**config.mk**
```make
export PLATFORM = sky130hd
export DESIGN_NAME = axi_sram_ctrl
export DESIGN_NICKNAME = d
export VERILOG_FILES = /design/src/verilog/axi_sram_pkg.sv /design/src/verilog/axi_sram_ctrl.sv
export SDC_FILE = /design/constraint.sdc
export NUM_CORES = 1
export LEC_CHECK = 0
export BUFFER_PORTS_ARGS = -buffer_cell sky130_fd_sc_hd__buf_2
export CORE_AREA = 2 2 103 105
export DETAILED_ROUTE_END_ITERATION = 10
export DIE_AREA = 0 0 105 107
export PLACE_DENSITY = 0.57
export SLEW_MARGIN = 20
export SYNTH_ARGS = -nofsm -noshare
export SYNTH_HDL_FRONTEND = slang
export SYNTH_SLANG_ARGS = --single-unit
```
**constraint.sdc**
```tcl
create_clock -name clk -period 5.4 [get_ports clk]
set_clock_uncertainty 0.15 [all_clocks]
set_input_delay 0 -clock clk [delete_from_list [all_inputs] [get_ports clk]]
set_output_delay 0 -clock clk [all_outputs]
set_load 0.005 [all_outputs]
```
**src/verilog/axi_sram_pkg.sv**
```systemverilog
package axi_sram_pkg;

    localparam int ADDR_W    = 32;
    localparam int DATA_W    = 32;
    localparam int STRB_W    = 4;
    localparam int ID_W      = 4;
    localparam int LEN_W     = 8;
    localparam int MEM_WORDS = 256;
    localparam int WIDX_W    = 8;

    typedef logic [ADDR_W-1:0] axi_addr_t;
    typedef logic [DATA_W-1:0] axi_data_t;
    typedef logic [STRB_W-1:0] axi_strb_t;
    typedef logic [ID_W-1:0]   axi_id_t;
    typedef logic [LEN_W-1:0]  axi_len_t;
    typedef logic [1:0]        axi_resp_t;
    typedef logic [1:0]        axi_burst_t;
    typedef logic [WIDX_W-1:0] word_idx_t;

    // numeric order doubles as severity order
    localparam axi_resp_t RESP_OKAY   = 2'b00;
    localparam axi_resp_t RESP_SLVERR = 2'b10;
    localparam axi_resp_t RESP_DECERR = 2'b11;

    localparam axi_burst_t BURST_FIXED = 2'b00;
    localparam axi_burst_t BURST_INCR  = 2'b01;
    localparam axi_burst_t BURST_WRAP  = 2'b10;

    // aw and ar share one request layout
    typedef struct packed {
        axi_addr_t  addr;
        axi_id_t    id;
        axi_len_t   len;
        logic [2:0] size;
        axi_burst_t burst;
    } axi_ax_t;

    typedef struct packed {
        axi_data_t data;
        axi_strb_t strb;
        logic      last;
    } axi_w_t;

    typedef struct packed {
        axi_id_t   id;
        axi_resp_t resp;
    } axi_b_t;

    typedef struct packed {
        axi_data_t data;
        axi_id_t   id;
        axi_resp_t resp;
        logic      last;
    } axi_r_t;

    typedef enum logic [2:0] {
        IDLE,
        RD_FETCH,
        RD_BEAT,
        WR_BEAT,
        WR_RESP
    } ctrl_state_e;

endpackage

```
**src/verilog/axi_sram_ctrl.sv**
```systemverilog
`timescale 1ns/1ps

module axi_sram_ctrl (
    input  logic                     clk,
    input  logic                     rst,

    input  axi_sram_pkg::axi_ax_t    aw,
    input  logic                     aw_valid,
    output logic                     aw_ready,
    input  axi_sram_pkg::axi_w_t     w,
    input  logic                     w_valid,
    output logic                     w_ready,
    output axi_sram_pkg::axi_b_t     b,
    output logic                     b_valid,
    input  logic                     b_ready,
    input  axi_sram_pkg::axi_ax_t    ar,
    input  logic                     ar_valid,
    output logic                     ar_ready,
    output axi_sram_pkg::axi_r_t     r,
    output logic                     r_valid,
    input  logic                     r_ready,

    output logic                     addr_load,
    output axi_sram_pkg::axi_addr_t  addr_start,
    output axi_sram_pkg::axi_burst_t addr_burst,
    output logic                     addr_step,
    input  logic                     in_range,

    output logic                     mem_rd,
    output logic                     mem_wr,
    output axi_sram_pkg::axi_strb_t  mem_strb,
    input  axi_sram_pkg::axi_data_t  rd_word
);
    import axi_sram_pkg::*;

    ctrl_state_e state;
    ctrl_state_e state_nx;
    axi_len_t    beat_cnt;
    axi_len_t    len_q;
    axi_id_t     id_q;
    axi_burst_t  burst_q;
    axi_resp_t   resp_q;
    axi_resp_t   beat_resp;
    axi_resp_t   w_resp;
    logic        ar_hs;
    logic        aw_hs;
    logic        w_hs;
    logic        r_hs;
    logic        b_hs;
    logic        last_beat;
    logic        beat_ok;

    function automatic axi_resp_t worst(input axi_resp_t x, input axi_resp_t y);
        return (x > y) ? x : y;
    endfunction

    // read wins when both requests wait in idle
    assign ar_ready = (state == IDLE);
    assign aw_ready = (state == IDLE) && !ar_valid;
    assign w_ready  = (state == WR_BEAT);
    assign r_valid  = (state == RD_BEAT);
    assign b_valid  = (state == WR_RESP);

    assign ar_hs = ar_valid && ar_ready;
    assign aw_hs = aw_valid && aw_ready;
    assign w_hs  = w_valid && w_ready;
    assign r_hs  = r_valid && r_ready;
    assign b_hs  = b_valid && b_ready;

    assign last_beat = (beat_cnt == len_q);

    // per-beat grading, wrap and reserved bursts never touch memory
    always_comb begin
        if (burst_q != BURST_FIXED && burst_q != BURST_INCR) begin
            beat_resp = RESP_SLVERR;
        end else if (!in_range) begin
            beat_resp = RESP_DECERR;
        end else begin
            beat_resp = RESP_OKAY;
        end
    end

    assign beat_ok = (beat_resp == RESP_OKAY);

    // wlast is checked against the count, not used to end the burst
    assign w_resp = worst(beat_resp, (w.last != last_beat) ? RESP_SLVERR : RESP_OKAY);

    assign addr_load  = ar_hs || aw_hs;
    assign addr_start = ar_hs ? ar.addr : aw.addr;
    assign addr_burst = ar_hs ? ar.burst : aw.burst;
    assign addr_step  = r_hs || w_hs;

    assign mem_rd   = (state == RD_FETCH) && beat_ok;
    assign mem_wr   = w_hs && beat_ok;
    assign mem_strb = w.strb;

    assign r = '{
        data: beat_ok ? rd_word : '0,
        id:   id_q,
        resp: beat_resp,
        last: r_valid && last_beat
    };

    assign b = '{id: id_q, resp: resp_q};

    always_comb begin
        state_nx = state;
        case (state)
            IDLE: begin
                if (ar_hs) begin
                    state_nx = RD_FETCH;
                end else if (aw_hs) begin
                    state_nx = WR_BEAT;
                end
            end
            RD_FETCH: state_nx = RD_BEAT;
            RD_BEAT: begin
                if (r_hs) begin
                    state_nx = last_beat ? IDLE : RD_FETCH;
                end
            end
            WR_BEAT: begin
                if (w_hs && last_beat) begin
                    state_nx = WR_RESP;
                end
            end
            WR_RESP: begin
                if (b_hs) begin
                    state_nx = IDLE;
                end
            end
            default: state_nx = IDLE;
        endcase
    end

    always_ff @(posedge clk or posedge rst) begin
        if (rst) begin
            state    <= IDLE;
            beat_cnt <= '0;
        end else begin
            state <= state_nx;
            if (addr_load) begin
                beat_cnt <= '0;
            end else if (addr_step) begin
                beat_cnt <= beat_cnt + 1'b1;
            end
        end
    end

    // request fields, held for the whole burst
    always_ff @(posedge clk) begin
        if (ar_hs) begin
            id_q    <= ar.id;
            len_q   <= ar.len;
            burst_q <= ar.burst;
        end else if (aw_hs) begin
            id_q    <= aw.id;
            len_q   <= aw.len;
            burst_q <= aw.burst;
        end
        if (aw_hs) begin
            resp_q <= RESP_OKAY;
        end else if (w_hs) begin
            resp_q <= worst(resp_q, w_resp);
        end
    end

endmodule

```
Word-level counts from Yosys, hierarchy flattened
Index checks and enable logic that the tools add are counted.
{"block": "word_totals", "ff_bits": 27, "in_bits": 175, "out_inout_bits": 92, "word_cells": 64}
{"block": "op_classes", "add_sub_neg": 1, "magnitude_cmp": 2, "n_eq_ne": 11, "n_mux": 22, "bitwise": 1, "reduce_logical": 21}
{"operator": "$mux 32", "n": 2}
{"operator": "$mux 8", "n": 4}
{"operator": "$mux 3", "n": 5}
{"operator": "$pmux 3 s5", "n": 1}
{"operator": "$mux 2", "n": 7}
{"operator": "$logic_and 1x1->1", "n": 11}
{"operator": "$add 8x1->8 const B", "n": 1}
{"operator": "$eq 8x8->1", "n": 1}
{"operator": "$mux 4", "n": 2}
{"operator": "$ne 2x1->1 const B", "n": 4}
{"operator": "$eq 3x2->1 const B", "n": 2}
{"operator": "$reduce_bool 2->1", "n": 3}
{"operator": "$gt 2x2->1", "n": 2}
{"operator": "$reduce_and 4->1", "n": 1}
{"operator": "$eq 3x1->1 const B", "n": 1}
{"operator": "$eq 3x3->1 const B", "n": 1}
{"operator": "$logic_not 3->1", "n": 1}
{"operator": "$ne 3x1->1 const B", "n": 1}
{"operator": "$logic_not 2->1", "n": 1}
{"operator": "$logic_or 1x1->1", "n": 2}
{"operator": "$reduce_and 2->1", "n": 1}
{"operator": "$logic_not 1->1", "n": 1}
{"operator": "$mux 1", "n": 1}
{"operator": "$ne 1x1->1", "n": 1}
{"operator": "$not 1->1", "n": 1}

Depth between registers and ports, before layout
{"block": "logic_depth", "depth_word": 8, "mapped_depth": 10, "ltp_nobuf": 10}

Least setup slack after synthesis
OpenSTA, ideal clock, no wires.
{"block": "synth_path", "path_type": "reg-to-reg", "startpoint": "register beat_cnt[4]", "endpoint": "register resp_q[0]", "setup_ns": 0.137, "arrival_time_ns": 2.252, "required_time_ns": 5.113, "path_slack_ns": 2.860, "stages_incl_launch_ff": 11, "path_buffers": 0, "period_less_slack_ns": 2.540, "path_cell_list": "dfrtp_1 xor2_1 nor4_1 nand2_1 xor2_1 and2_2 ha_1 a21o_1 a21oi_1 mux2i_1 a21oi_1"}
{"block": "synth_between", "elab_chain_cells": 8}
{"element": "start: declaration", "line_no": "axi_sram_ctrl.sv:38", "source": "axi_len_t beat_cnt;"}
{"element": "start signal: assignment", "line_no": "axi_sram_ctrl.sv:145", "source": "beat_cnt <= beat_cnt + 1'b1;"}
{"element": "$eq 8x8->1 (*)", "line_no": "axi_sram_ctrl.sv:70", "source": "assign last_beat = (beat_cnt == len_q);"}
{"element": "$ne 1x1->1 (*)", "line_no": "axi_sram_ctrl.sv:86", "source": "assign w_resp = worst(beat_resp, (w.last != last_beat) ? RESP_SLVERR : RESP_OKAY);"}
{"element": "$mux 2 (*)", "line_no": "axi_sram_ctrl.sv:86"}
{"element": "$gt 2x2->1", "line_no": "axi_sram_ctrl.sv:54", "source": "return (x > y) ? x : y;"}
{"element": "$mux 2 (*)", "line_no": "axi_sram_ctrl.sv:54"}
{"element": "$gt 2x2->1", "line_no": "axi_sram_ctrl.sv:54"}
{"element": "$not 1->1 (no source line)"}
{"element": "$reduce_and 2->1 (no source line)"}
{"element": "end signal: assignment", "line_no": "axi_sram_ctrl.sv:164", "source": "resp_q <= worst(resp_q, w_resp);"}
{"element": "end: declaration", "line_no": "axi_sram_ctrl.sv:42", "source": "axi_resp_t resp_q;"}
Every way passes the cells marked *; elsewhere a longest branch is shown, timed or not.
A chain may end at the register's enable or synchronous reset.

Final worst setup path
Same ends and word-level chain as after synthesis.

==> impl_results.md <==
- Status: finished, final reports clean
- Setup crit start kind: flip-flop
- Relative slew margins: 32.9%
- DRC errors left: 0
- Io pins: 267
- XOR/XNOR share of the synthesized area: 6.53%
- Row count: 37
- Post-Synth Simple-Gate Area: 19.8%
- Mux cell area share after synthesis: 25.1%
- Max clock buf depth: 2
- DIE AREA: 11,200 µm²
- WL/cell: 12.4 µm
- Gr usage total: 11.8%
- Yosys cell types: 38
- Worst Path Max Fanout: 5
- Commonest non-fill, non-tap cell in the layout: buf_2
- Switching power: 0.341 mW
- DRT antenna net count: 0
- Die Y: 107 µm
- Yosys reg bits: 26
- Syn Area/Cell: 10.3 µm²
- Fill cells: 1,049
- H-tree Lvls: 1
- Unrepaired setup endpoints after global routing: false
- Grt ovf: 0
- Required time of the critical path: 5.43 ns
- CTS clk-pin slew, worst paths: 0.11 ns
- Port bufs: 220
- Final nets: 632
- Final Max Tran Viols: 0
- Mapped Cells: 208
- FFs w/ async S/R, synth: 42.3%
- Die X: 105 µm
- Reg2Reg Launch Point: beat_cnt[4]
- Origin of the worst setup path: beat_cnt[4]
- Final Setup Violations: 0
- CTS tree: done
- Min Clock Period, post-route: 3.64 ns
- TNS Setup: 0 ns
- CORE AREA: 10,100 µm²
- Synth Area in Compound Gates: 4.14%
- Internal power: 0.621 mW
- Worst hold-check path type: in -> reg
- Detailed Place HPWL: 5730 µm
- DR vias: 2,454
- CTS Sinks: 26
- Arr. time, crit path: 3.66 ns
- Antenna Diode Count: 0
- Largest net degree at the start of global routing: 47
- Yosys warnings: 0
- Adder-cell share of the synthesized area: 1.75%
- Drt pass-1 iters: 4
- Synthesis-to-layout area growth: 72.7%
- Clock buffer count from CTS: 3
- Vias per cell: 4.17
- Starting density of the core: 21.3%
- Critical path class: reg -> reg
- Sequential Power Share: 33.3%
- Clock network fraction of design power: 15.9%
- Initial antenna violation count: 0
- Lkg Pwr: 1.91 nW
- Clock root buffer: clkbuf_8
- Switching part of the total: 35.5%
- Period utilization: 67.4%
- Vias in the first global route: 2,398
- CP endpoint kind: flip-flop
- First-pass GRT wire length: 10,900 µm
- Synth Net Count: 386
- Combinational Power Share: 50.8%
- Clk_lat worst skew: 0.28 ns
- Initial detailed-routing violation count: 62
- Max-cap violations: 0
- Power density cells: 260 nW/µm²
- Fmax: 275 MHz
- Share of cells above drive strength 1: 60.9%
- Synth Cell Area: 2150 µm²
- Final WL: 7290 µm
- Register area share after synthesis: 32.9%
- GP Congestion: 0.761
- Combinational family with the most area after synthesis: multiplexers
- EDFF count, synth: 13
- Worst hold start: r_ready
- Max VDD drop: 0.109 mV
- Tightest Pin Transition: 1.01 ns
- Post-synth top flop: edfxtp_1
- Final hold slack: 0.0698 ns
- Post-CTS Setup Bufs: 0
- Total power: 0.962 mW
- Most frequent cells in the layout: 220 x buf_2, 46 x mux2_2, 40 x dlygate4sd3_1
- Final Hold Fails: 0
==> final timing paths <==
| path | to | slack [ns] | cells after the start |
|---|---|---|---|
| setup / recovery | resp_q[0] | 1.76 | 11 |
| hold / removal | beat_cnt[1] | 0.07 | 4 |
| setup reg to reg | resp_q[0] | 1.76 | 11 |
| hold reg to reg | resp_q[1] | 0.43 | 2 |
| max in group asynchronous | beat_cnt[2] | 4.66 | 3 |
| min in group asynchronous | state[2] | 0.11 | 3 |
==> synth_stat cells (2+ instances only) <==
master	n	area, µm²
edfxtp_1	13	390
dfrtp_1	11	275
nor4_1	4	25.0
clkbuf_1	4	15.0
nor2_1	13	48.8
dfxtp_1	2	40.0
buf_4	10	75.1
xnor2_1	2	17.5
nand4_1	3	18.8
o21ai_0	6	30.0
ha_1	3	37.5
and2_1	33	206
buf_12	4	80.1
xor2_1	14	123
a21oi_1	3	15.0
nand2_1	9	33.8
inv_1	7	26.3
mux2_2	46	518
mux2i_1	2	20.0
==> logic make-up after synthesis <==
kind of cell / after synthesis
AO/OA/AOI/OAI: 15
buffers and inverters: 27
XOR/XNOR: 16
flip-flops: 26
multiplexers: 48
AND/OR/NAND/NOR: 73
adder cells (fa/ha/maj): 3
==> area by class of cell <==
class                           instances  area (µm²)  share of cell area (%)
Multi-Input combinational cell        155        1230                    33.2
Sequential cell                        26         706                    19.0
Clock buffer                            4        66.3                    1.79
Inverter                                7        26.3                   0.709
Timing Repair Buffer                  261        1510                    40.7
Tap cell                              136         170                    4.59
==> metrics by stage <==
step,cells,setup WS (ns),area (µm²),utilization (%)
floorplan,208,2.86,2150,-
global placement,545,2.42,3240,32.1
detailed placement,545,2.36,3240,32.1
CTS,589,1.78,3710,36.7
global route,589,1.50,3710,36.7
finish,589,1.76,3710,36.7
==> power groups by stage <==
stage          clock network [mW]  registers, mW  logic (mW)
4_1_cts                     0.159          0.322       0.495
2_1_floorplan                   0          0.297       0.320
6_report                    0.153          0.320       0.489
3_5_place_dp                    0          0.325       0.438
5_1_grt                     0.167          0.329       0.540
3_3_place_gp                    0          0.324       0.433
==> flip-flops by register name (all words and copies together), names as in the netlist <==
register	count
burst_q	1
state	3
resp_q	2
id_q	4
beat_cnt	8
len_q	8
==> timing repair <==
item | 4_1_cts | 5_1_grt
hold endpoints to repair | 33 | 0
hold buffers | 40 | 0
setup endpoints to repair | 0 | 0
gates resized for setup | 0 | 0
==> worst max-delay path: stages, from the launching register on <==
cell and delay [ns]:
dfrtp_1 0.46, xor2_1 0.17, nor4_1 0.52, nand2_1 0.25
xor2_1 0.22, and2_2 0.20, ha_1 0.28, a21o_1 0.16
a21oi_1 0.25, mux2i_1 0.22, a21oi_1 0.06, dlygate4sd3_1 0.59
==> per-layer routing <==
layer / global-route usage (%) / part of all wire [%] / up-vias / wire length (µm)
li1: - / - / 1197 / -
met1: 12.6 / 38 / 1098 / 2770
met2: 24.2 / 53 / 157 / 3830
met3: 2.43 / 9.1 / 2 / 664
met4: 1.71 / 0.38 / 0 / 28
met5: 0 / 0 / - / 0
(Power assumes the default switching activity.)
