## src/verilog/axi_sram_pkg.sv

```systemverilog
package axi_sram_pkg;

    localparam int ADDR_W    = 32;
    localparam int DATA_W    = 32;
    localparam int STRB_W    = 4;
    localparam int ID_W      = 4;
    localparam int LEN_W     = 8;
    localparam int MEM_WORDS = 256;
    localparam int WIDX_W    = 8;

    typedef logic [ADDR_W-1:0] axi_addr_t;
    typedef logic [DATA_W-1:0] axi_data_t;
    typedef logic [STRB_W-1:0] axi_strb_t;
    typedef logic [ID_W-1:0]   axi_id_t;
    typedef logic [LEN_W-1:0]  axi_len_t;
    typedef logic [1:0]        axi_resp_t;
    typedef logic [1:0]        axi_burst_t;
    typedef logic [WIDX_W-1:0] word_idx_t;

    // numeric order doubles as severity order
    localparam axi_resp_t RESP_OKAY   = 2'b00;
    localparam axi_resp_t RESP_SLVERR = 2'b10;
    localparam axi_resp_t RESP_DECERR = 2'b11;

    localparam axi_burst_t BURST_FIXED = 2'b00;
    localparam axi_burst_t BURST_INCR  = 2'b01;
    localparam axi_burst_t BURST_WRAP  = 2'b10;

    // aw and ar share one request layout
    typedef struct packed {
        axi_addr_t  addr;
        axi_id_t    id;
        axi_len_t   len;
        logic [2:0] size;
        axi_burst_t burst;
    } axi_ax_t;

    typedef struct packed {
        axi_data_t data;
        axi_strb_t strb;
        logic      last;
    } axi_w_t;

    typedef struct packed {
        axi_id_t   id;
        axi_resp_t resp;
    } axi_b_t;

    typedef struct packed {
        axi_data_t data;
        axi_id_t   id;
        axi_resp_t resp;
        logic      last;
    } axi_r_t;

    typedef enum logic [2:0] {
        IDLE,
        RD_FETCH,
        RD_BEAT,
        WR_BEAT,
        WR_RESP
    } ctrl_state_e;

endpackage

```

## src/verilog/axi_burst_addr.sv

```systemverilog
`timescale 1ns/1ps

module axi_burst_addr (
    input  logic                     clk,
    input  logic                     rst,
    input  logic                     load,
    input  axi_sram_pkg::axi_addr_t  start,
    input  axi_sram_pkg::axi_burst_t burst,
    input  logic                     step,
    output axi_sram_pkg::word_idx_t  widx,
    output logic                     in_range
);
    import axi_sram_pkg::*;

    // word address, byte offset dropped
    logic [ADDR_W-3:0] waddr_q;
    axi_burst_t        burst_q;

    always_ff @(posedge clk or posedge rst) begin
        if (rst) begin
            waddr_q <= '0;
            burst_q <= BURST_FIXED;
        end else if (load) begin
            waddr_q <= start[ADDR_W-1:2];
            burst_q <= burst;
        end else if (step && burst_q == BURST_INCR) begin
            waddr_q <= waddr_q + 1'b1;
        end
    end

    assign widx = waddr_q[WIDX_W-1:0];

    // upper bits set means past the end of the bank
    assign in_range = (waddr_q[ADDR_W-3:WIDX_W] == '0);

endmodule

```

## config.mk

```make
export PLATFORM = sky130hd
export DESIGN_NAME = axi_burst_addr
export DESIGN_NICKNAME = d
export VERILOG_FILES = /design/src/verilog/axi_sram_pkg.sv /design/src/verilog/axi_burst_addr.sv
export SDC_FILE = /design/constraint.sdc
export NUM_CORES = 1
export LEC_CHECK = 0
export BUFFER_PORTS_ARGS = -buffer_cell sky130_fd_sc_hd__buf_4
export CAP_MARGIN = 20
export CORE_ASPECT_RATIO = 0.7
export CORE_MARGIN = 2
export CORE_UTILIZATION = 53
export CTS_BUF_LIST = sky130_fd_sc_hd__clkbuf_2
export CTS_CLUSTER_SIZE = 28
export DETAILED_ROUTE_END_ITERATION = 7
export GPL_ROUTABILITY_DRIVEN = 1
export PLACE_DENSITY = 0.79
export REMOVE_ABC_BUFFERS = 1
export SETUP_SLACK_MARGIN = 0.1
export SLEW_MARGIN = 5
export SYNTH_ARGS = -nofsm -noshare
export SYNTH_HDL_FRONTEND = slang
export SYNTH_SLANG_ARGS = --single-unit
```

## constraint.sdc

```tcl
create_clock -name clk -period 3.24 [get_ports clk]
set_input_delay 0.972 -clock clk [delete_from_list [all_inputs] [get_ports clk]]
set_output_delay 0.972 -clock clk [all_outputs]
set_load 0.03 [all_outputs]
```

; ---- Yosys cells after proc, flatten, opt, wreduce, memory -nomap -nowiden
; Index checks and enable logic that the tools add are counted.
[word_totals]
regBits = 32
word_cells = 9
output_inout_bits = 9
input_bits = 38
[op_classes]
add_sub_neg = 1
reduce_logical = 3
n_mux = 2
eq_ne = 1
[ops]
columns = cell, n
row1 = 2-to-1 mux 30 bit, 2
row2 = adder 30 x 1 -> 30 bit (second input constant), 1
row3 = logical NOT 22 bit, 1
row4 = == test 2 x 1 -> 1 bit (second input constant), 1
row5 = nonzero test 2 bit, 1
row6 = logical AND 1 bit, 1

; ---- Logic depth before layout (Yosys ltp)
; Gate-level depths: netlist of the first run.
[logic_depth]
depth_word = 4
mapped_depth = 7
depth_no_buf = 5

; ---- Least setup slack after synthesis of the first run
; OpenSTA, ideal clock, no wires.
[synth_path]
path_kind = register to output
from = reg waddr_q[13]
to = out in_range
n_path_buf = 0
arrival_ns = 1.862
required_time_ns = 2.268
stages_incl_launch_ff = 3
slack_ns = 0.406
cell_sequence = dfrtp_1 > or4_1 > nor4_1
[synth_via]
elab_chain_cells = 1
[synth_rtl]
columns = element, line_no
row1 = from (decl), axi_burst_addr.sv:16  ; logic [ADDR_W-3:0] waddr_q;
row2 = from (signal assigned), axi_burst_addr.sv:24  ; waddr_q <= start[ADDR_W-1:2];
row3 = from (signal assigned), axi_burst_addr.sv:27  ; waddr_q <= waddr_q + 1'b1;
row4 = logical NOT 22 bit, axi_burst_addr.sv:34  ; assign in_range = (waddr_q[ADDR_W-3:WIDX_W] == '0);
row5 = to (decl), axi_burst_addr.sv:11  ; output logic in_range
; Every way passes these cells.

; ---- Worst setup path after layout of the first run
; Ends and elaborated chain as after synthesis.

==> results of run 1 <==
-- synthesized netlist by cell type (2+ instances only) --
cell       n
a31oi_1   13
and3_1     4
buf_2      2
buf_4      8
clkbuf_1   8
dfrtp_1   32
inv_1      5
mux2_2     2
nand2_1   30
nand3_1   13
nand4_1    4
nand4b_1   3
nor2_1    17
nor3_1     3
nor4_1    11
o21ai_0   15
o31ai_1   10
or4_1     15
xnor2_1   10
xor2_1     3
-- registers in the layout (all words and copies together) (netlist names) --
signal / flops
waddr_q: 30
burst_q: 2
-- how the worst max path moves through the flow --
stage	from	end	slack, ns	depth (start not counted)
after global placement	step	waddr_q[23]$_DFFE_PP0P_	0.58	5
after CTS	waddr_q[13]$_DFFE_PP0P_	in_range	0.40	3
after detailed placement	step	waddr_q[23]$_DFFE_PP0P_	0.55	5
after global routing	waddr_q[13]$_DFFE_PP0P_	in_range	0.30	3
after floorplan	waddr_q[13]$_DFFE_PP0P_	in_range	0.41	2
final	waddr_q[13]$_DFFE_PP0P_	in_range	0.43	3
-- routing by layer --
metal / wire length [um] / GRT usage, % / vias up / part of all wire (%)
li1: - / - / 908 / -
met1: 2280 / 33.0 / 850 / 52
met2: 1840 / 32.4 / 46 / 42
met3: 229 / 5.12 / 8 / 5.2
met4: 59 / 8.48 / 0 / 1.3
met5: 0 / 0 / - / 0
-- worst max-delay path, cell delays in order, from the launching register on --
cell and delay, ns:
dfrtp_1 0.45, or4_1 0.53, nor4_1 0.28, buf_4 0.22
-- power by group through the flow --
| stage | clock network (mW) | logic, mW | registers (mW) |
|---|---|---|---|
| 2_1_floorplan | 0 | 0.0835 | 0.503 |
| 3_3_place_gp | 0 | 0.172 | 0.496 |
| 3_5_place_dp | 0 | 0.177 | 0.497 |
| 4_1_cts | 0.192 | 0.178 | 0.489 |
| 5_1_grt | 0.205 | 0.196 | 0.499 |
| 6_report | 0.186 | 0.176 | 0.490 |
-- cells by family after synthesis --
group	Yosys count	synth area share (%)
AOI/OAI and AO/OA	44	14.3
xor gates and xnor gates	13	5.84
adders and majority gates	1	0.642
buffers and inverters	25	6.87
DFF	32	41.1
muxes	3	1.67
and+or+nand+nor	107	29.5
-- through the flow --
step / util, % / power [mW] / std cells / setup WS, ns / hold WS [ns]
floorplan: - / 0.587 / 205 / 0.406 / 0.514
global placement: 64.2 / 0.668 / 303 / 0.578 / 0.555
detailed placement: 64.2 / 0.674 / 303 / 0.552 / 0.566
CTS: 65.3 / 0.858 / 311 / 0.398 / 0.600
global route: 65.3 / 0.899 / 311 / 0.302 / 0.627
finish: 65.3 / 0.852 / 311 / 0.433 / 0.603
-- cell type report --
type	instances	area, um^2
clock buffers	7	35.0
clock inverters	1	3.75
fillers	327	1220
inverters	5	18.8
multi-input cells	168	1010
flip-flops and latches	32	801
well taps	50	62.6
repair buffers	48	360
==> run metrics, run 1 <==
register share of total power 57.6%; clk slew on worst S/H paths 0.15 ns; die area 4180 um^2; Clock Root Buffer clkbuf_2; top cell type's share of synthesized area 41.1%; critical path class reg2out; syn_area_per_cell 8.66 um^2; Clock Sinks 32; RSZ-0062 raised after global routing no; total number of yosys warnings 0; clk_lat worst skew around 0.36 ns; crit end category primary output; CTS tree built; core area 3510 um^2; wire per inst 14.2 um; # hold bufs at CTS 0; DR vias/cell 5.83; setup TNS 0 ns; Startpoint Class flop; GRT Total Usage between 20% and 30%; register area share after synthesis 41.1%; total gr overflow 0; Max Cap Viol 0; min-delay worst type reg2reg; Rel. slew slack 43.0%; Antenna diodes 0; Final Cycle Share between 80% and 90%; total number of vias roughly 1.8k; DR iter-0 viols 112; R2R Path Start waddr_q[8]$_DFFE_PP0P_; Layout area overhead 17.8%; worst reg2reg path endpoint waddr_q[25]$_DFFE_PP0P_; # resized after CTS 0; ys async rst share 100%; Cell Area, Placed 2260 um^2; most common flop cell mapped by yosys dfrtp_1; outcome finished clean; combinational fraction of design power 20.6%; largest net degree at the start of global routing 37; first-pass GRT wire length 7.16 mm; nets 299; WP data arrival 1.83 ns; final setup fails 0; die height 54.7 um; Worst VDD drop 0.000214 V; ranking of synthesized cells by area dfrtp_1, nand2_1, or4_1; Sw Ratio about a third; Post-synth EDFFs 0; initial antenna violation count 0; cell depth of the worst flop-to-flop path 4; clock skew 0.00488 ns; design area 2290 um^2; IO Pins 47; Site Rows 18; final period demand of the worst path 2.81 ns; residual DRC count 0; worst hold start waddr_q[29]$_DFFE_PP0P_; R2R Setup Slk between 0.8 and 0.9 ns; Power Density about 370 nW/um^2; maximum clock path buffer count 2; Worst Path Max Fanout 4; Placer Congestion 0.862; hold path endpoint waddr_q[29]$_DFFE_PP0P_; commonest non-fill, non-tap cell in the layout buf_4; initial core utilization 55.4%; Final Max Slew Viols 0; estimated wirelength of the detail-placed design roughly 3.2 mm; #FFs+latches synth 32; Worst Hold Path Cells 2; TritonRoute pass-1 iters 4; vias in the first global route 1550; Port Buf Inserts 44; Clock Power Share 21.8%; leakage 0.941 nW; commonest non-fill, non-tap cells in the layout buf_4, dfrtp_1, nand2_1; Synth Instances 225; Post-Synthesis Cell Area roughly 1900 um^2; TritonCTS Buffers 5; Cell Int Power 580 uW; Synth cell types 37; fraction of layout cells with a size suffix above 1 22.6%; Slew @ Worst Pin around 0.85 ns; Req. time, crit path 2.27 ns; f_max approximately 360 MHz; post-synth top area cell dfrtp_1; WL final 4.41 mm; post-route ant nets 0; Switch Pwr 272 uW; Die X 76.5 um; Post CTS Setup Buffer Count 0; H-tree depth 2; endpoints failing hold 0
Power figures use the tool's default switching activity.
==> inputs of run 2 (changes only) <==
PLACE_DENSITY = 0.81   (was 0.79)
==> run 2 against run 1 <==
Net effect: global-route usage up 0.88 points; maximum frequency is 0.64% lower; critical path depth stayed put; critical endpoint unchanged; largest power group unchanged.
==> run metrics, run 2 (synthesis gave the netlist of run 1 again) <==
Power Density 404 nW/um^2; Max Cap Viol 0; Core Util, Final 65.8%; final period demand of the worst path approximately 2.8 ns; max reg flops 30; Startpoint Class flop; clk_lat worst skew 0.37 ns; Cell Int Power around 650 uW; Antenna diodes 0; die area around 4200 um^2; Die X 76.5 um; Final Cycle Share 87.2%; first-pass GRT wire length 7.40 mm; largest net degree at the start of global routing 38; crit end category primary output; Rel. slew slack 47.8%; setup TNS 0 ns; clk slew on worst S/H paths 0.16 ns; fraction of layout cells with a size suffix above 1 22.7%; critical path class reg2out; Slew @ Worst Pin approximately 0.8 ns; Clock Power Share approximately 29%; Worst Slack Setup Final 0.415 ns; Switch Pwr 281 uW; RSZ-0062 raised after global routing no; commonest non-fill, non-tap cells in the layout buf_4, dfrtp_1, nand2_1; Site Rows 18; vias in the first global route 1617; endpoints failing hold 0; post-route ant nets 0; beginning of the critical path waddr_q[13]$_DFFE_PP0P_; min-delay worst type reg2reg; Port Buf Inserts 44; nets 298; Final Max Slew Viols 0; worst hold margin 0.613 ns; IO Pins 47; TritonCTS Buffers 5; WL final approximately 4.5 mm; total number of vias 1843; Layout area overhead 18.8%; residual DRC count 0; # hold bufs at CTS 0; commonest non-fill, non-tap cell in the layout buf_4; H-tree depth 2; TritonRoute pass-1 iters 4; Worst VDD drop 0.000259 V; GRT Total Usage a little under a quarter; leakage 0.949 nW; largest registers waddr_q (30), burst_q (2); R2R Path Start waddr_q[9]$_DFFE_PP0P_; DR iter-0 viols 124; f_max 354 MHz; pre-CTS setup slack 0.502 ns; estimated wirelength of the detail-placed design 3.30 mm; Sw Ratio 30.0%; total gr overflow 0; WP data arrival around 1.9 ns; register share of total power 52.5%; outcome finished clean; maximum clock path buffer count 2; worst hold start burst_q[1]$_DFFE_PP0P_; DR vias/cell 5.95; wire per inst approximately 15 um; Post CTS Setup Buffer Count 0; Req. time, crit path 2.27 ns; Clock Sinks 32; initial core utilization between 50% and 60%; Clock Root Buffer clkbuf_2; die height 54.7 um; combinational fraction of design power 18.7%; Worst Path Max Fanout 4; core area 3510 um^2; final setup fails 0; clock skew 0.0128 ns; Placer Congestion approximately 0.84; CTS tree built; fill count between 300 and 400; Biggest register waddr_q; # resized after CTS 0; initial antenna violation count 0
==> run 2: changes by cell type in the layout (fill, tap and decap cells not counted), sizes merged <==
cell / change
buf: -1
bufinv: +1
clkbuf: -1
==> run 2: area by class of cell <==
class                   instances  area, um^2  share of cell area [%]
repair buffers                 47         353                    15.3
inverters                       5        18.8                   0.811
clock inverters                 2        35.0                    1.51
flip-flops and latches         32         801                    34.6
well taps                      50        62.6                    2.70
clock buffers                   6        30.0                    1.30
multi-input cells             168        1010                    43.8
==> run 2: power by group through the flow <==
stage | clock network [mW] | logic [mW] | registers [mW]
3_3_place_gp | 0 | 0.170 | 0.495
3_5_place_dp | 0 | 0.176 | 0.497
5_1_grt | 0.293 | 0.196 | 0.499
6_report | 0.269 | 0.175 | 0.492
2_1_floorplan | 0 | 0.0835 | 0.503
4_1_cts | 0.272 | 0.176 | 0.490
==> run 2: final timing paths <==
kind | end | slack (ns) | cells past startpoint
setup / recovery | in_range | 0.41 | 3
min in group asynchronous | waddr_q[26]$_DFFE_PP0P_ | 0.65 | 3
setup reg to reg | waddr_q[29]$_DFFE_PP0P_ | 0.78 | 4
hold / removal | burst_q[1]$_DFFE_PP0P_ | 0.61 | 1
hold reg to reg | burst_q[1]$_DFFE_PP0P_ | 0.61 | 1
max in group asynchronous | waddr_q[7]$_DFFE_PP0P_ | 2.28 | 3
==> run 2: through the flow <==
step | power (mW) | instance area (um^2) | std cells
6_report | 0.936 | 2310 | 310
5_1_grt | 0.988 | 2310 | 310
4_1_cts | 0.939 | 2310 | 310
3_5_place_dp | 0.673 | 2250 | 302
3_3_place_gp | 0.666 | 2250 | 302
2_1_floorplan | 0.587 | 1830 | 205
==> run 2: layer usage <==
layer	vias to the layer above	track usage [%]	share of wire (%)
li1	902	-	-
met1	882	31.8	48
met2	52	37.3	44
met3	7	4.79	5.9
met4	0	9.70	1.4
met5	-	0	0
==> run 2: critical path, stage by stage, from the launching register on <==
cell and delay, ns:
dfrtp_1 0.46, or4_1 0.54, nor4_1 0.28, buf_4 0.22
==> inputs of run 3 (changes only) <==
CORE_UTILIZATION = 55   (was 53)
PLACE_DENSITY = 0.84   (was 0.81)
RECOVER_POWER = 100   (was not set)
==> run 3 against run 2 <==
Net effect: sequential share of layout area rose by 1.2 points; setup slack got worse by 0.12 ns; final cell count did not move; the run now ends with max-capacitance violations, max-slew violations left; hold slack worse by 0.011 ns; sequential cell count stayed put; critical path depth is the same; largest power group unchanged; cell area down 3.5%; combinational power shrank 6%; wire length decreased by 5.0%.
==> run metrics, run 3 (synthesis gave the netlist of run 1 again) <==
hold path endpoint waddr_q[27]$_DFFE_PP0P_; leakage a little under 0.9 nW; Req. time, crit path 2.27 ns; nets 298; largest net degree at the start of global routing 38; multi-input logic area around 1000 um^2; commonest non-fill, non-tap cell in the layout buf_4; WL final 4.31 mm; post-route ant nets 0; TritonCTS Buffers 5; wire per inst roughly 14 um; H-tree depth 2; Power Density 378 nW/um^2; vias in the first global route 1474; Final Max Slew Viols 33; Site Rows 18; crit end category primary output; Port Buf Inserts 44; failing checks max-capacitance violations, max-slew violations; Biggest register waddr_q; endpoints failing hold 0; f_max 339 MHz; final period demand of the worst path 2.95 ns; total power 844 uW; Layout area overhead 14.6%; cell depth of the worst flop-to-flop path 4; worst reg2reg path endpoint waddr_q[24]$_DFFE_PP0P_; final setup fails 0; RSZ-0062 raised after global routing no; DR vias/cell 5.92; total gr overflow 0; Post CTS Setup Buffer Count 0; maximum clock path buffer count 2; Worst VDD drop approximately 0.00025 V; critical path's slowest cell or4_1; min-delay worst type reg2reg; Rel. slew slack -12.5%; # hold bufs at CTS 0; max reg flops 30; setup TNS 0 ns; commonest non-fill, non-tap cells in the layout buf_4, dfrtp_1, nand2_1; residual DRC count 0; GRT Total Usage 23.5%; clk_lat worst skew 0.37 ns; CTS tree built; Max Cap Viol 1; Slew @ Worst Pin approximately 1.7 ns; clock skew 0.0109 ns; TritonRoute pass-1 iters 4; R2R Setup Slk 0.77 ns; Clock Root Buffer clkbuf_2; Buf+Inv Stages, Crit Path 1; FF+latch area 801 um^2; critical path's largest stage delay 0.53 ns; die height 53.8 um; CP top delay family simple AND/OR/NAND/NOR gates; Die X 75.1 um; IO Pins 47; fill count 322; clk slew on worst S/H paths between 0.15 and 0.2 ns; estimated wirelength of the detail-placed design 3.12 mm; Placer Congestion 0.835; CP cell instances or4_1 -> nor4_1 -> clkbuf_1; R2R Path Start waddr_q[5]$_DFFE_PP0P_; fraction of layout cells with a size suffix above 1 16.9%; initial antenna violation count 0; outcome complete, but fails checks; largest registers waddr_q (30), burst_q (2); Final Cycle Share between 90% and 100%; Worst Hold Path Cells 2; Clock Sinks 32; first-pass GRT wire length 6.91 mm; Startpoint Class flop; Antenna diodes 0; Worst Path Max Fanout 4; beginning of the critical path waddr_q[13]$_DFFE_PP0P_; worst hold margin 0.603 ns; total number of vias roughly 1.8k; worst hold start waddr_q[27]$_DFFE_PP0P_; initial core utilization 56.5%; critical path class reg2out; # resized after CTS 0; core area 3450 um^2; WP data arrival 1.97 ns; DR iter-0 viols about 150; die area 4040 um^2
==> run 3: changes by cell type in the layout (fill, tap and decap cells not counted), sizes merged <==
cell	delta
buf	-14
bufinv	-1
clkbuf	+15
==> run 3: worst max path at each step <==
stage                              endpoint  slack (ns)  depth (start not counted)
floorplan                          in_range        0.41                          2
global placement    waddr_q[24]$_DFFE_PP0P_        0.59                          5
detailed placement  waddr_q[28]$_DFFE_PP0P_        0.55                          5
CTS                                in_range        0.39                          3
global route                       in_range        0.22                          3
finish                             in_range        0.29                          3
==> run 3: area by class of cell <==
| class | instances | area share, % |
|---|---|---|
| multi-input cells | 168 | 45.2 |
| inverters | 5 | 0.840 |
| repair buffers | 47 | 13.6 |
| flip-flops and latches | 32 | 35.9 |
| clock buffers | 7 | 1.57 |
| clock inverters | 1 | 0.168 |
| well taps | 50 | 2.80 |
==> run 3: worst register-to-register path: stages (launching register included) <==
cell     delay (ns)
dfrtp_1        0.48
nand3_1        0.23
or4_1          0.92
or4_1          0.62
a31oi_1        0.17
==> run 3: through the flow <==
step,std cells,area (um^2),worst slack (ns),utilization [%]
global route,310,2230,0.223,64.8
floorplan,205,1830,0.406,-
detailed placement,302,2250,0.553,65.3
CTS,310,2290,0.387,66.4
global placement,302,2250,0.595,65.3
finish,310,2230,0.294,64.8
==> run 3: per-layer routing <==
metal | share of wire, % | global-route usage [%] | up-vias | routed length (um)
met5 | 0 | 0 | - | 0
met3 | 6.3 | 5.06 | 7 | 271
met2 | 43 | 33.6 | 64 | 1850
met1 | 49 | 34.6 | 863 | 2110
met4 | 1.9 | 9.65 | 0 | 80
li1 | - | - | 901 | -
==> run 3: report_power, final <==
part	internal (mW)	switching, mW	leakage (nW)
clock	0.0577	0.132	0.0306
combinational	0.0755	0.0889	0.481
sequential	0.436	0.0541	0.375
